## src/logic/axil_pkg.sv

```systemverilog
/* AXI4-Lite bus definitions shared by the memory slave
   Widths, word types and the response codes in use */

`default_nettype none

package axil_pkg;

  // ----------------------------------------------------------------------
  // Bus widths
  // ----------------------------------------------------------------------
  localparam int ADDR_W = 32;
  localparam int DATA_W = 32;
  localparam int STRB_W = DATA_W / 8;          // One strobe bit per byte lane

  typedef logic [ADDR_W-1:0] axil_addr_t;
  typedef logic [DATA_W-1:0] axil_data_t;
  typedef logic [STRB_W-1:0] axil_strb_t;

  // ----------------------------------------------------------------------
  // Response codes
  // ----------------------------------------------------------------------
  typedef logic [1:0] axil_resp_t;

  localparam axil_resp_t RESP_OKAY   = 2'b00;
  localparam axil_resp_t RESP_SLVERR = 2'b10;  // Address outside the memory

endpackage

`default_nettype wire

```

## src/logic/dram_map_pkg.sv

```systemverilog
/* Memory organisation of the banked simulation SRAM
   Bank count, bank depth and the byte address split */

`default_nettype none

package dram_map_pkg;

  localparam int BANKS_DEF  = 4;               // Word interleaved banks
  localparam int ROWS_DEF   = 256;             // Words per bank
  localparam int RST_CYCLES = 64;              // Memory reset hold time

  localparam int OFFS_W  = 2;
  localparam int BANK_W  = $clog2(BANKS_DEF);
  localparam int ROW_W   = $clog2(ROWS_DEF);
  localparam int UPPER_W = axil_pkg::ADDR_W - ROW_W - BANK_W - OFFS_W;

  typedef logic [BANK_W-1:0] bank_idx_t;
  typedef logic [ROW_W-1:0]  row_idx_t;

  typedef struct packed {
    logic [UPPER_W-1:0] upper;                 // Must be zero for a hit
    row_idx_t           row;
    bank_idx_t          bank;
    logic [OFFS_W-1:0]  offset;
  } dram_fields_t;

  // Same address word, as a raw byte address or split into fields
  typedef union packed {
    axil_pkg::axil_addr_t raw;
    dram_fields_t         f;
  } dram_addr_u;

endpackage

`default_nettype wire

```

## src/logic/rst_seq.sv

```systemverilog
/* Memory reset sequencer, holds the memory side in reset until
   the hold counter has expired and the clock generator is locked */

`default_nettype none

module rst_seq (
  input  logic mig_ui_clk,
  input  logic mig_ui_rst,
  input  logic pll_locked_i,
  output logic mem_rst_n_o
);
  import dram_map_pkg::*;

  localparam int CNT_W = $clog2(RST_CYCLES + 1);

  logic [CNT_W-1:0] cnt_q;
  logic             cnt_done;
  logic             mem_rst_n_q;

  assign cnt_done = (cnt_q == CNT_W'(RST_CYCLES));

  always_ff @(posedge mig_ui_clk or posedge mig_ui_rst)
  begin
    if (mig_ui_rst)
    begin
      cnt_q       <= '0;
      mem_rst_n_q <= 1'b0;
    end
    else
    begin
      if (!cnt_done)
        cnt_q <= cnt_q + 1'b1;                 // Saturates at RST_CYCLES
      if (cnt_done && pll_locked_i)
        mem_rst_n_q <= 1'b1;                   // Sticky until next reset
    end
  end

  assign mem_rst_n_o = mem_rst_n_q;

endmodule

`default_nettype wire

```

## config.mk

```make
export PLATFORM = sky130hd
export DESIGN_NAME = rst_seq
export DESIGN_NICKNAME = d
export VERILOG_FILES = /design/src/logic/axil_pkg.sv /design/src/logic/dram_map_pkg.sv /design/src/logic/rst_seq.sv
export SDC_FILE = /design/constraint.sdc
export NUM_CORES = 1
export LEC_CHECK = 0
export BUFFER_PORTS_ARGS = -buffer_cell sky130_fd_sc_hd__buf_4
export CAP_MARGIN = 20
export CORE_AREA = 8 8 45 47
export CTS_BUF_LIST = sky130_fd_sc_hd__clkbuf_8
export DETAILED_ROUTE_END_ITERATION = 6
export DIE_AREA = 0 0 53 55
export PLACE_DENSITY_LB_ADDON = 0.1
export RECOVER_POWER = 100
export SLEW_MARGIN = 20
export SYNTH_ARGS = -nofsm -noshare
export SYNTH_HDL_FRONTEND = slang
export SYNTH_SLANG_ARGS = --single-unit
```

## constraint.sdc

```tcl
create_clock -name mig_ui_clk -period 2 [get_ports mig_ui_clk]
set_input_delay 0 -clock mig_ui_clk [delete_from_list [all_inputs] [get_ports mig_ui_clk]]
set_output_delay 0 -clock mig_ui_clk [all_outputs]
set_load 0.005 [all_outputs]
```

# Yosys cells after proc, flatten, opt, wreduce, memory -nomap -nowiden

Index checks and enable logic that the tools add are counted.

Input bits: 3
Register bits after elaboration: 8

Reductions and logical operators: 1
Add/sub/neg operators: 1
Equality and inequality tests: 1

Operators by type and width:

| cell                | count |
|---|---|
| $add 7x1->7 const B | 1 |
| $eq 7x7->1 const B  | 1 |
| $logic_and 1x1->1   | 1 |

# Longest topological paths before layout

Gate-level depths: netlist of run 1.

Depth in word-level cells: 2
Mapped depth: 4

# Least setup slack after synthesis of run 1

No wires, ideal clock.

Kind: reg2reg
From: reg cnt_q[4]
To: reg cnt_q[1]
Library setup time: 0.127 ns
Buffers on the path: 0
Setup slack: 0.696 ns
Data arrival time: 1.176 ns
Clock period less this slack: 1.304 ns
Stages on the path, launching flop included: 4
Data required time: 1.873 ns
Cells stage by stage: dfrtp_1 -> nor4_1 -> and3_2 -> mux2_1

Longest elaborated chain between the ends: 1

Ends and longest elaborated chain:

| element                | line          | text |
|---|---|---|
| from (decl)            | rst_seq.sv:16 | `logic [CNT_W-1:0] cnt_q;` |
| from (signal assigned) | rst_seq.sv:32 | `cnt_q <= cnt_q + 1'b1;` |
| $eq 7x7->1             | rst_seq.sv:20 | `assign cnt_done = (cnt_q == CNT_W'(RST_CYCLES));` |

No other way between the ends.
A chain may end at the register's enable or synchronous reset.

# Worst setup path in the final report of run 1

Ends and elaborated chain as after synthesis.

==> flow_results.xml, run 1 <==
<?xml version="1.0" encoding="UTF-8"?>
<metrics>
  <group name="run_status">
    <metric name="run_status" unit="">completed</metric>
  </group>
  <group name="layout">
    <metric name="finalInstanceArea" unit="µm²">451.7</metric>
    <metric name="area_growth" unit="%">29.39</metric>
    <metric name="final_net_count" unit="">44</metric>
    <metric name="antennaDiodeCount" unit="">0</metric>
    <metric name="postLayoutCoreUtil" unit="%">32.64</metric>
    <metric name="layoutNonFillerInstCount" unit="">53</metric>
    <metric name="register_area" unit="µm²">200.2</metric>
    <metric name="post_route_cells_drive_above_1_share" unit="%">16.22</metric>
    <metric name="multi_input_comb_area" unit="µm²">136.4</metric>
    <metric name="layout.filler_cells" unit="">137</metric>
  </group>
  <group name="timing">
    <metric name="worstMarginPinSlew" unit="ns">0.3081</metric>
    <metric name="rsz0062_at_grt" unit="">false</metric>
    <metric name="worst_slew_margin" unit="%">79.44</metric>
    <metric name="finClkSkew" unit="ns">0.0005812</metric>
    <metric name="fin_tns_setup" unit="ns">0</metric>
    <metric name="final_hold_vio_count" unit="">0</metric>
    <metric name="fin_crit_period" unit="ns">1.418</metric>
    <metric name="maxClockFrequency" unit="MHz">705.1</metric>
    <metric name="slew_viol_final" unit="">0</metric>
    <metric name="finalSetupViolCount" unit="">0</metric>
    <metric name="fin_crit_sh" unit="%">70.91</metric>
  </group>
  <group name="route">
    <metric name="detail_route.first_pass.iterations" unit="">4</metric>
    <metric name="postRouteWirelength" unit="µm">580</metric>
    <metric name="via_count_normalized_by_instance_count" unit="">4.302</metric>
    <metric name="detail-route-antenna-nets" unit="">0</metric>
    <metric name="dr_total_vias" unit="">228</metric>
    <metric name="avgRoutedWirePerCell" unit="µm">10.94</metric>
    <metric name="drc" unit="">0</metric>
    <metric name="detail_route.iter0.violations" unit="">6</metric>
  </group>
  <group name="global_route">
    <metric name="gr-total-overflow" unit="">0</metric>
    <metric name="grt_start_max_net_pins" unit="">9</metric>
    <metric name="global_route_wire_length_before_repair" unit="µm">993</metric>
    <metric name="grt_antenna_before_repair" unit="">0</metric>
    <metric name="first_global_vias" unit="">239</metric>
    <metric name="global_route_total_usage_across_every_layer" unit="%">5.278</metric>
  </group>
  <group name="cts">
    <metric name="clock_tree.root_cell" unit="">sky130_fd_sc_hd__clkbuf_8</metric>
    <metric name="register_clock_pin_slew_on_the_reported_worst_setup_and_hold_paths" unit="ns">0.04</metric>
    <metric name="clock_sinks" unit="">8</metric>
    <metric name="cts-buffers-inserted" unit="">3</metric>
    <metric name="clock_insertion_delay_at_the_later_pin_of_the_skew_report" unit="ns">0.23</metric>
    <metric name="ctsHtreeMaxLevel" unit="">1</metric>
    <metric name="ctsLongestPathBuffers" unit="">2</metric>
    <metric name="tritoncts_clock_tree" unit="">built</metric>
    <metric name="post_cts_resized" unit="">0</metric>
  </group>
  <group name="synth">
    <metric name="synth.area.top_cells" unit="">sky130_fd_sc_hd__dfrtp_1 (57%), sky130_fd_sc_hd__xnor2_1 (10%), sky130_fd_sc_hd__ha_1 (7.2%)</metric>
    <metric name="yosysWarningCount" unit="">0</metric>
    <metric name="synth.distinct_cells" unit="">13</metric>
    <metric name="synthesis.nets" unit="">34</metric>
    <metric name="synthCells" unit="">29</metric>
    <metric name="synth_top_cell_area_share" unit="%">57.35</metric>
    <metric name="postSynthAreaPerCell" unit="µm²">12.04</metric>
    <metric name="ys_seq_area_share" unit="%">57.35</metric>
    <metric name="synth-seq-cells" unit="">8</metric>
    <metric name="synth_top_area_cell" unit="">sky130_fd_sc_hd__dfrtp_1</metric>
    <metric name="syn-cell-area" unit="µm²">349.1</metric>
  </group>
  <group name="worst_setup_path">
    <metric name="setup.worst_path.class" unit="">reg -&gt; reg</metric>
    <metric name="critPathLaunch" unit="">cnt_q[4]</metric>
    <metric name="worst_ep_arrival_time" unit="ns">1.53</metric>
    <metric name="timing.reg2reg.setup_slack" unit="ns">0.58</metric>
    <metric name="end_kind" unit="">flip-flop</metric>
    <metric name="regToRegStartpoint" unit="">cnt_q[4]</metric>
    <metric name="worst_setup_path_start_kind" unit="">flip-flop</metric>
    <metric name="worstPathRequired" unit="ns">2.11</metric>
    <metric name="critical_path.max_fanout" unit="">4</metric>
  </group>
  <group name="power_and_ir_drop">
    <metric name="vdd.ir_drop.worst" unit="mV">0.3127</metric>
    <metric name="power.density" unit="mW/mm²">808.4</metric>
    <metric name="leakagePower" unit="nW">0.2378</metric>
    <metric name="total_power" unit="µW">365.2</metric>
  </group>
  <group name="floorplan">
    <metric name="design.portCount" unit="">4</metric>
    <metric name="die-area" unit="mm²">0.002915</metric>
    <metric name="fp.coreArea" unit="mm²">0.001384</metric>
    <metric name="num_rows" unit="">14</metric>
    <metric name="initial_core_util" unit="%">25.23</metric>
    <metric name="die_h" unit="µm">55</metric>
    <metric name="die_span_x" unit="µm">53</metric>
  </group>
  <group name="job">
    <metric name="max_cap_viol" unit="">0</metric>
  </group>
  <group name="min_path">
    <metric name="holdCritPathClass" unit="">in -&gt; async</metric>
  </group>
  <group name="place">
    <metric name="count_of_input_and_output_buffers" unit="">3</metric>
    <metric name="cell_area_placed" unit="µm²">391.6</metric>
    <metric name="dp_cells" unit="">48</metric>
    <metric name="detailedPlacementHpwl" unit="µm">415.8</metric>
    <metric name="globalplace.congestion" unit="">0.7525</metric>
  </group>
</metrics>
## per-layer routing
metal	up-vias	routed length (µm)	share of wire (%)	track usage, %
met5	-	0	0	0
met4	0	30	5.2	7.759
met3	5	29	5.0	2.406
met2	4	262	45	6.836
met1	109	258	44	5.255
li1	110	-	-	-
## flip-flops by register name, indices dropped and copies added (netlist names)
name and flops:
mem_rst_n_o 1, cnt_q 7
## synthesized netlist by cell type, drive strengths merged
cell   count
nand2      1
a21o       1
nand3      2
inv        3
and3       2
xor2       2
dfrtp      8
xnor2      4
nor4       1
ha         2
nor2       2
mux2       1
## per-stage QoR
stage / hold WS [ns] / setup WS, ns
detailed placement: -0.02995 / 0.6374
global placement: -0.03215 / 0.6520
floorplan: -0.1843 / 0.6961
CTS: 0.2885 / 0.6200
finish: 0.2728 / 0.5818
global route: 0.3224 / 0.4753
## cell usage in the layout, fill, tap and decap left out, drive strengths merged
cell / instances
nor4: 1
clkbuf: 5
nand3: 2
ha: 2
a21o: 1
xor2: 2
inv: 3
buf: 1
xnor2: 4
and3: 2
mux2: 1
nand2: 1
dlygate4sd3: 2
nor2: 2
dfrtp: 8
## cells by family (layout without fill, tap and decap cells)
| group | after synthesis | after routing | synth area share, % |
|---|---|---|---|
| DFF | 8 | 8 | 57.35 |
| and+or+nand+nor | 8 | 8 | 11.83 |
| xor gates and xnor gates | 6 | 6 | 15.05 |
| buffers and inverters | 3 | 11 | 3.226 |
| adders and majority gates | 2 | 2 | 7.167 |
| AOI/OAI and AO/OA | 1 | 1 | 2.151 |
| muxes | 1 | 1 | 3.226 |
## worst paths after layout
check	end	depth (start not counted)
max	cnt_q[1]	3
min	cnt_q[3]	3
max reg2reg	cnt_q[1]	3
min reg2reg	mem_rst_n_o	1
max in group asynchronous	cnt_q[2]	3
min in group mig_ui_clk	mem_rst_n_o	1
## cell type report
cell class | instances | area share, %
Timing Repair Buffer | 5 | 9.418
Inverter | 3 | 2.493
Clock buffer | 3 | 9.141
Sequential cell | 8 | 44.32
Tap cell | 16 | 4.432
Multi-Input combinational cell | 18 | 30.19
## critical path, stage by stage, from the launching register on
cell	delay, ns
sky130_fd_sc_hd__dfrtp_1	0.40
sky130_fd_sc_hd__nor4_1	0.27
sky130_fd_sc_hd__and3_1	0.29
sky130_fd_sc_hd__mux2_1	0.34
## report_power, final
group | switching [mW] | leakage (nW) | internal [mW]
clock network | 0.0632 | 0.0216 | 0.130
logic | 0.00398 | 0.119 | 0.00501
registers | 0 | 0.0973 | 0.163
total | 0.0672 | 0.238 | 0.298
## timing repair
action,CTS,global route
endpoints found under the hold margin,9,0
setup endpoints to repair,0,0
hold buffers,2,0
setup buffers,0,0
No activity file was read; power rests on OpenSTA's default activity.
==> run 2, diff against run 1 <==
==> constraint.sdc (replaced) <==
create_clock -name mig_ui_clk -period 1.45 [get_ports mig_ui_clk]
set_input_delay 0 -clock mig_ui_clk [delete_from_list [all_inputs] [get_ports mig_ui_clk]]
set_output_delay 0 -clock mig_ui_clk [all_outputs]
set_load 0.005 [all_outputs]
==> run 2 against run 1 <==
Effect of this change: die area stayed put; total power is 36% higher; largest cell class unchanged; non-clock buffer count is 1 higher; clock skew is 0.0017 ns higher; largest power group unchanged.
==> flow_results.xml, run 2 (synthesized netlist as in run 1, its figures left out) <==
<?xml version="1.0" encoding="UTF-8"?>
<metrics>
  <group name="worst_setup_path">
    <metric name="regToRegStartpoint" unit="">cnt_q[4]</metric>
    <metric name="cpMaxStageDelayCell" unit="">sky130_fd_sc_hd__dfrtp_1</metric>
    <metric name="worst_setup_path_start_kind" unit="">flip-flop</metric>
    <metric name="critical_path.cell_chain" unit="">nor4_1, and3_2, mux2_1</metric>
    <metric name="timing.rr.end" unit="">cnt_q[1]</metric>
    <metric name="timing.reg2reg.setup_slack" unit="ns">0.13</metric>
    <metric name="r2r_cells" unit="">3</metric>
    <metric name="worst_ep_arrival_time" unit="ns">1.43</metric>
    <metric name="critical-path-max-stage-delay" unit="ns">0.41</metric>
    <metric name="setup.worst_path.class" unit="">reg -&gt; reg</metric>
    <metric name="end_kind" unit="">flip-flop</metric>
    <metric name="critical_path.max_fanout" unit="">4</metric>
    <metric name="worstPathRequired" unit="ns">1.55</metric>
  </group>
  <group name="global_route">
    <metric name="grt_antenna_before_repair" unit="">0</metric>
    <metric name="gr-total-overflow" unit="">0</metric>
    <metric name="grt_start_max_net_pins" unit="">9</metric>
    <metric name="global_route_total_usage_across_every_layer" unit="%">5.231</metric>
    <metric name="global_route_wire_length_before_repair" unit="µm">1035</metric>
    <metric name="first_global_vias" unit="">274</metric>
  </group>
  <group name="route">
    <metric name="dr_total_vias" unit="">223</metric>
    <metric name="postRouteWirelength" unit="µm">558</metric>
    <metric name="detail_route.iter0.violations" unit="">0</metric>
    <metric name="avgRoutedWirePerCell" unit="µm">10.33</metric>
    <metric name="via_count_normalized_by_instance_count" unit="">4.130</metric>
    <metric name="detail_route.first_pass.iterations" unit="">1</metric>
    <metric name="drc" unit="">0</metric>
    <metric name="detail-route-antenna-nets" unit="">0</metric>
  </group>
  <group name="power_and_ir_drop">
    <metric name="power.density" unit="mW/mm²">1084</metric>
    <metric name="seqPwrFrac" unit="%">45.3</metric>
    <metric name="leakagePower" unit="nW">0.2384</metric>
    <metric name="p_clk_share" unit="%">52.2</metric>
    <metric name="switching_power" unit="µW">84.81</metric>
    <metric name="switching_part_of_the_total_power" unit="%">17.13</metric>
    <metric name="power_report.internal_total" unit="µW">410.4</metric>
    <metric name="comb_power_share" unit="%">2.5</metric>
    <metric name="vdd.ir_drop.worst" unit="mV">0.4779</metric>
  </group>
  <group name="timing">
    <metric name="finalSetupViolCount" unit="">0</metric>
    <metric name="fin_crit_sh" unit="%">91.25</metric>
    <metric name="finClkSkew" unit="ns">0.002319</metric>
    <metric name="worst_slew_margin" unit="%">79.62</metric>
    <metric name="fin_tns_setup" unit="ns">0</metric>
    <metric name="fin_crit_period" unit="ns">1.323</metric>
    <metric name="slew_viol_final" unit="">0</metric>
    <metric name="worstMarginPinSlew" unit="ns">0.3053</metric>
    <metric name="maxClockFrequency" unit="MHz">755.8</metric>
    <metric name="final_hold_vio_count" unit="">0</metric>
    <metric name="rsz0062_at_grt" unit="">false</metric>
  </group>
  <group name="floorplan">
    <metric name="die_h" unit="µm">55</metric>
    <metric name="die-area" unit="mm²">0.002915</metric>
    <metric name="fp.coreArea" unit="mm²">0.001384</metric>
    <metric name="initial_core_util" unit="%">25.23</metric>
    <metric name="num_rows" unit="">14</metric>
    <metric name="die_span_x" unit="µm">53</metric>
    <metric name="design.portCount" unit="">4</metric>
  </group>
  <group name="cts">
    <metric name="register_clock_pin_slew_on_the_reported_worst_setup_and_hold_paths" unit="ns">0.04</metric>
    <metric name="clock_insertion_delay_at_the_later_pin_of_the_skew_report" unit="ns">0.22</metric>
    <metric name="cts-buffers-inserted" unit="">3</metric>
    <metric name="clock_sinks" unit="">8</metric>
    <metric name="ctsHtreeMaxLevel" unit="">1</metric>
    <metric name="tritoncts_clock_tree" unit="">built</metric>
    <metric name="ctsLongestPathBuffers" unit="">2</metric>
    <metric name="cts_setup_buffers" unit="">0</metric>
    <metric name="clock_tree.root_cell" unit="">sky130_fd_sc_hd__clkbuf_8</metric>
  </group>
  <group name="run_status">
    <metric name="run_status" unit="">completed</metric>
  </group>
  <group name="layout">
    <metric name="largest_reg_by_ff_count" unit="">cnt_q</metric>
    <metric name="antennaDiodeCount" unit="">0</metric>
    <metric name="largest_register_ffs" unit="">7</metric>
    <metric name="final_net_count" unit="">45</metric>
    <metric name="finalInstanceArea" unit="µm²">456.7</metric>
    <metric name="layout_commonest_cell" unit="">sky130_fd_sc_hd__dfrtp_1</metric>
    <metric name="area_growth" unit="%">30.82</metric>
    <metric name="layoutNonFillerInstCount" unit="">54</metric>
    <metric name="layout.filler_cells" unit="">144</metric>
    <metric name="post_route_cells_drive_above_1_share" unit="%">18.42</metric>
    <metric name="layout.cells.most_common_list" unit="">sky130_fd_sc_hd__dfrtp_1 (8), sky130_fd_sc_hd__xnor2_1 (4), sky130_fd_sc_hd__inv_1 (3), sky130_fd_sc_hd__clkbuf_8 (3)</metric>
  </group>
  <group name="place">
    <metric name="dp_cells" unit="">49</metric>
    <metric name="cell_area_placed" unit="µm²">399.1</metric>
    <metric name="count_of_input_and_output_buffers" unit="">3</metric>
    <metric name="globalplace.congestion" unit="">0.7026</metric>
  </group>
  <group name="min_path">
    <metric name="holdCritPathClass" unit="">in -&gt; async</metric>
  </group>
  <group name="job">
    <metric name="max_cap_viol" unit="">0</metric>
  </group>
</metrics>
## run 2: worst max path at each step
stage,to,slack [ns],start,cells after the start
finish,cnt_q[1],0.13,cnt_q[4],3
global route,cnt_q[1],0.04,cnt_q[4],3
CTS,cnt_q[1],0.11,cnt_q[4],3
detailed placement,cnt_q[1],0.12,cnt_q[4],3
global placement,cnt_q[1],0.07,cnt_q[4],3
floorplan,cnt_q[1],0.15,cnt_q[4],3
## run 2: critical path, delay by kind of cell (launching register included)
family,cells,cell delay (ns)
DFF,1,0.41
muxes,1,0.32
and+or+nand+nor,2,0.48
## run 2: cell type report
cell class	count	area, µm²	area share [%]
multi-input cells	18	137.6	30.14
clock buffers	3	41.29	9.041
flip-flops and latches	8	200.2	43.84
well taps	16	20.02	4.384
repair buffers	6	46.29	10.14
inverters	3	11.26	2.466
## run 2: power groups by stage
stage	logic (mW)	clock network, mW	registers (mW)
2_1_floorplan	0.00352	0	0.227
3_3_place_gp	0.00860	0	0.227
3_5_place_dp	0.00893	0	0.227
4_1_cts	0.0132	0.271	0.224
5_1_grt	0.0145	0.282	0.224
6_report	0.0123	0.258	0.224
## run 2: through the flow
stage | worst slack [ns] | utilization (%) | power [mW] | hold WS (ns)
6_report | 0.1268 | 33.00 | 0.4952 | 0.2770
5_1_grt | 0.03818 | 33.00 | 0.5202 | 0.3354
4_1_cts | 0.1137 | 33.27 | 0.5088 | 0.2963
3_5_place_dp | 0.1182 | 28.84 | 0.2362 | -0.02536
3_3_place_gp | 0.06924 | 28.84 | 0.2359 | -0.03256
2_1_floorplan | 0.1461 | - | 0.2308 | -0.1843
## run 2: routing by layer
metal / routed length, µm / share of wire, % / track usage, % / vias to the layer above
met3: 18 / 3.2 / 2.406 / 0
li1: - / - / - / 112
met5: 0 / 0 / 0 / -
met1: 213 / 38 / 4.348 / 110
met2: 326 / 58 / 8.984 / 1
met4: 0 / 0 / 5.172 / 0
## run 2: what timing repair did
item	CTS	global route
gates resized for setup	0	0
endpoints found under the hold margin	9	0
hold buffers	2	0
==> run 3, diff against run 2 <==
--- a/config.mk
+++ b/config.mk
@@ -5,7 +5,7 @@
 export SDC_FILE = /design/constraint.sdc
 export NUM_CORES = 1
 export LEC_CHECK = 0
-export BUFFER_PORTS_ARGS = -buffer_cell sky130_fd_sc_hd__buf_4
+export BUFFER_PORTS_ARGS = -buffer_cell sky130_fd_sc_hd__buf_2
 export CAP_MARGIN = 20
 export CORE_AREA = 8 8 45 47
 export CTS_BUF_LIST = sky130_fd_sc_hd__clkbuf_8
==> constraint.sdc (replaced) <==
create_clock -name mig_ui_clk -period 1.45 [get_ports mig_ui_clk]
set_input_delay 0 -clock mig_ui_clk [delete_from_list [all_inputs] [get_ports mig_ui_clk]]
set_output_delay 0 -clock mig_ui_clk [all_outputs]
set_load 0.1 [all_outputs]
==> run 3 against run 2 <==
Effect of this change: sequential power is essentially flat; first-iteration DRC count is the same; largest cell class unchanged; final cell count grew 1.9%; clock power is essentially flat; register-to-register slack gained 0.02 ns; critical path depth is the same; sequential cell count is the same.
==> flow_results.xml, run 3 (synthesized netlist as in run 1, its figures left out) <==
<?xml version="1.0" encoding="UTF-8"?>
<metrics>
  <group name="cts">
    <metric name="post_cts_resized" unit="">0</metric>
    <metric name="ctsLongestPathBuffers" unit="">2</metric>
    <metric name="clock_insertion_delay_at_the_later_pin_of_the_skew_report" unit="ns">0.22</metric>
    <metric name="ctsHtreeMaxLevel" unit="">1</metric>
    <metric name="tritoncts_clock_tree" unit="">built</metric>
    <metric name="register_clock_pin_slew_on_the_reported_worst_setup_and_hold_paths" unit="ns">0.04</metric>
    <metric name="cts-buffers-inserted" unit="">3</metric>
    <metric name="postCtsHoldBufs" unit="">2</metric>
    <metric name="clock_sinks" unit="">8</metric>
    <metric name="cts_setup_buffers" unit="">0</metric>
    <metric name="clock_tree.root_cell" unit="">sky130_fd_sc_hd__clkbuf_8</metric>
  </group>
  <group name="place">
    <metric name="globalplace.congestion" unit="">0.7425</metric>
    <metric name="count_of_input_and_output_buffers" unit="">3</metric>
    <metric name="pre_cts_slack" unit="ns">0.1337</metric>
  </group>
  <group name="worst_setup_path">
    <metric name="worstPathRequired" unit="ns">1.55</metric>
    <metric name="worst_setup_path_start_kind" unit="">flip-flop</metric>
    <metric name="critical_path.max_fanout" unit="">3</metric>
    <metric name="setup.worst_path.class" unit="">reg -&gt; reg</metric>
    <metric name="worst_ep_arrival_time" unit="ns">1.41</metric>
    <metric name="end_kind" unit="">flip-flop</metric>
  </group>
  <group name="floorplan">
    <metric name="design.portCount" unit="">4</metric>
    <metric name="die_h" unit="µm">55</metric>
    <metric name="die-area" unit="mm²">0.002915</metric>
    <metric name="fp.coreArea" unit="mm²">0.001384</metric>
    <metric name="die_span_x" unit="µm">53</metric>
    <metric name="num_rows" unit="">14</metric>
    <metric name="initial_core_util" unit="%">25.23</metric>
  </group>
  <group name="layout">
    <metric name="register_area" unit="µm²">200.2</metric>
    <metric name="layout.cells.most_common_list" unit="">sky130_fd_sc_hd__dfrtp_1 (8), sky130_fd_sc_hd__xnor2_1 (4), sky130_fd_sc_hd__inv_1 (3), sky130_fd_sc_hd__clkbuf_8 (3)</metric>
    <metric name="layout_commonest_cell" unit="">sky130_fd_sc_hd__dfrtp_1</metric>
    <metric name="largest_reg_by_ff_count" unit="">cnt_q</metric>
    <metric name="area_growth" unit="%">30.82</metric>
    <metric name="largest_register_ffs" unit="">7</metric>
    <metric name="final_net_count" unit="">46</metric>
    <metric name="multi_input_comb_area" unit="µm²">137.6</metric>
    <metric name="layout.filler_cells" unit="">146</metric>
    <metric name="post_route_cells_drive_above_1_share" unit="%">20.51</metric>
    <metric name="antennaDiodeCount" unit="">0</metric>
  </group>
  <group name="power_and_ir_drop">
    <metric name="power_report.internal_total" unit="µW">409.1</metric>
    <metric name="vdd.ir_drop.worst" unit="mV">0.5110</metric>
    <metric name="comb_power_share" unit="%">2.2</metric>
    <metric name="switching_part_of_the_total_power" unit="%">17.14</metric>
    <metric name="p_clk_share" unit="%">52.3</metric>
    <metric name="seqPwrFrac" unit="%">45.4</metric>
    <metric name="leakagePower" unit="nW">0.2408</metric>
    <metric name="switching_power" unit="µW">84.65</metric>
    <metric name="power.density" unit="mW/mm²">1081</metric>
  </group>
  <group name="timing">
    <metric name="maxClockFrequency" unit="MHz">766.7</metric>
    <metric name="finClkSkew" unit="ns">0.0002389</metric>
    <metric name="finalSetupViolCount" unit="">0</metric>
    <metric name="worstMarginPinSlew" unit="ns">0.5433</metric>
    <metric name="slew_viol_final" unit="">0</metric>
    <metric name="layout_setup_ws" unit="ns">0.1456</metric>
    <metric name="fin_crit_sh" unit="%">89.96</metric>
    <metric name="fin_tns_setup" unit="ns">0</metric>
    <metric name="fin_crit_period" unit="ns">1.304</metric>
    <metric name="final_hold_vio_count" unit="">0</metric>
    <metric name="worst_slew_margin" unit="%">63.93</metric>
    <metric name="rsz0062_at_grt" unit="">false</metric>
  </group>
  <group name="global_route">
    <metric name="grt_start_max_net_pins" unit="">9</metric>
    <metric name="first_global_vias" unit="">234</metric>
    <metric name="gr-total-overflow" unit="">0</metric>
    <metric name="global_route_total_usage_across_every_layer" unit="%">5.662</metric>
    <metric name="global_route_wire_length_before_repair" unit="µm">1048</metric>
    <metric name="grt_antenna_before_repair" unit="">0</metric>
  </group>
  <group name="route">
    <metric name="detail_route.first_pass.iterations" unit="">1</metric>
    <metric name="detail-route-antenna-nets" unit="">0</metric>
    <metric name="drc" unit="">0</metric>
    <metric name="dr_total_vias" unit="">230</metric>
    <metric name="detail_route.iter0.violations" unit="">0</metric>
    <metric name="via_count_normalized_by_instance_count" unit="">4.182</metric>
    <metric name="avgRoutedWirePerCell" unit="µm">10.33</metric>
    <metric name="postRouteWirelength" unit="µm">568</metric>
  </group>
  <group name="min_path">
    <metric name="holdCritPathClass" unit="">in -&gt; async</metric>
  </group>
  <group name="job">
    <metric name="max_cap_viol" unit="">0</metric>
  </group>
  <group name="run_status">
    <metric name="run_status" unit="">completed</metric>
  </group>
</metrics>
run 3: changes by cell type in the layout (fill, tap and decap cells not counted):
cell | previous run | this run
sky130_fd_sc_hd__buf_2 | 0 | 2
sky130_fd_sc_hd__clkbuf_4 | 2 | 0
sky130_fd_sc_hd__clkbuf_2 | 0 | 1
run 3: cell type report:
type | instances | area share, %
flip-flops and latches | 8 | 43.84
repair buffers | 7 | 10.14
clock buffers | 3 | 9.041
inverters | 3 | 2.466
well taps | 16 | 4.384
multi-input cells | 18 | 30.14
run 3: critical path: stages (launching register included):
cell and delay (ns):
sky130_fd_sc_hd__dfrtp_1 0.40, sky130_fd_sc_hd__nor4_1 0.24, sky130_fd_sc_hd__and3_2 0.23, sky130_fd_sc_hd__mux2_1 0.32
run 3: stage by stage:
step                      hold WS [ns]  power [mW]  util, %  std cells  cell area (µm²)
after global routing            0.2951      0.5231    33.00         55            456.7
after detailed placement      -0.04548      0.2345    28.84         50            399.1
after floorplan                -0.1843      0.2308        -         29            349.1
final                           0.2597      0.4937    33.00         55            456.7
after CTS                       0.2714      0.5044    33.27         55            460.4
after global placement        -0.04310      0.2345    28.84         50            399.1
run 3: worst paths after layout:
kind	from	slack, ns	cells after the start	end
worst max register to register	cnt_q[5]	0.15	3	cnt_q[1]
worst max-delay path	cnt_q[5]	0.15	3	cnt_q[1]
worst min-delay path	mig_ui_rst	0.26	3	cnt_q[4]
min in group mig_ui_clk	mem_rst_n_o	0.45	1	mem_rst_n_o
worst min register to register	mem_rst_n_o	0.45	1	mem_rst_n_o
max in group asynchronous	mig_ui_rst	0.97	3	cnt_q[1]
run 3: layer usage:
| metal | GRT usage [%] | share of wire, % | wire (µm) | vias up |
|---|---|---|---|---|
| met5 | 0 | 0 | 0 | - |
| met4 | 7.759 | 2.6 | 15 | 0 |
| met3 | 4.011 | 3.0 | 17 | 2 |
| met2 | 7.227 | 54 | 305 | 1 |
| met1 | 5.100 | 40 | 229 | 112 |
| li1 | - | - | - | 115 |
run 3: power by group through the flow:
stage / combinational (mW) / sequential [mW] / clock [mW]
after global placement: 0.00713 / 0.227 / 0
after CTS: 0.0115 / 0.224 / 0.269
final: 0.0109 / 0.224 / 0.258
after detailed placement: 0.00715 / 0.227 / 0
after global routing: 0.0126 / 0.224 / 0.286
after floorplan: 0.00352 / 0.227 / 0
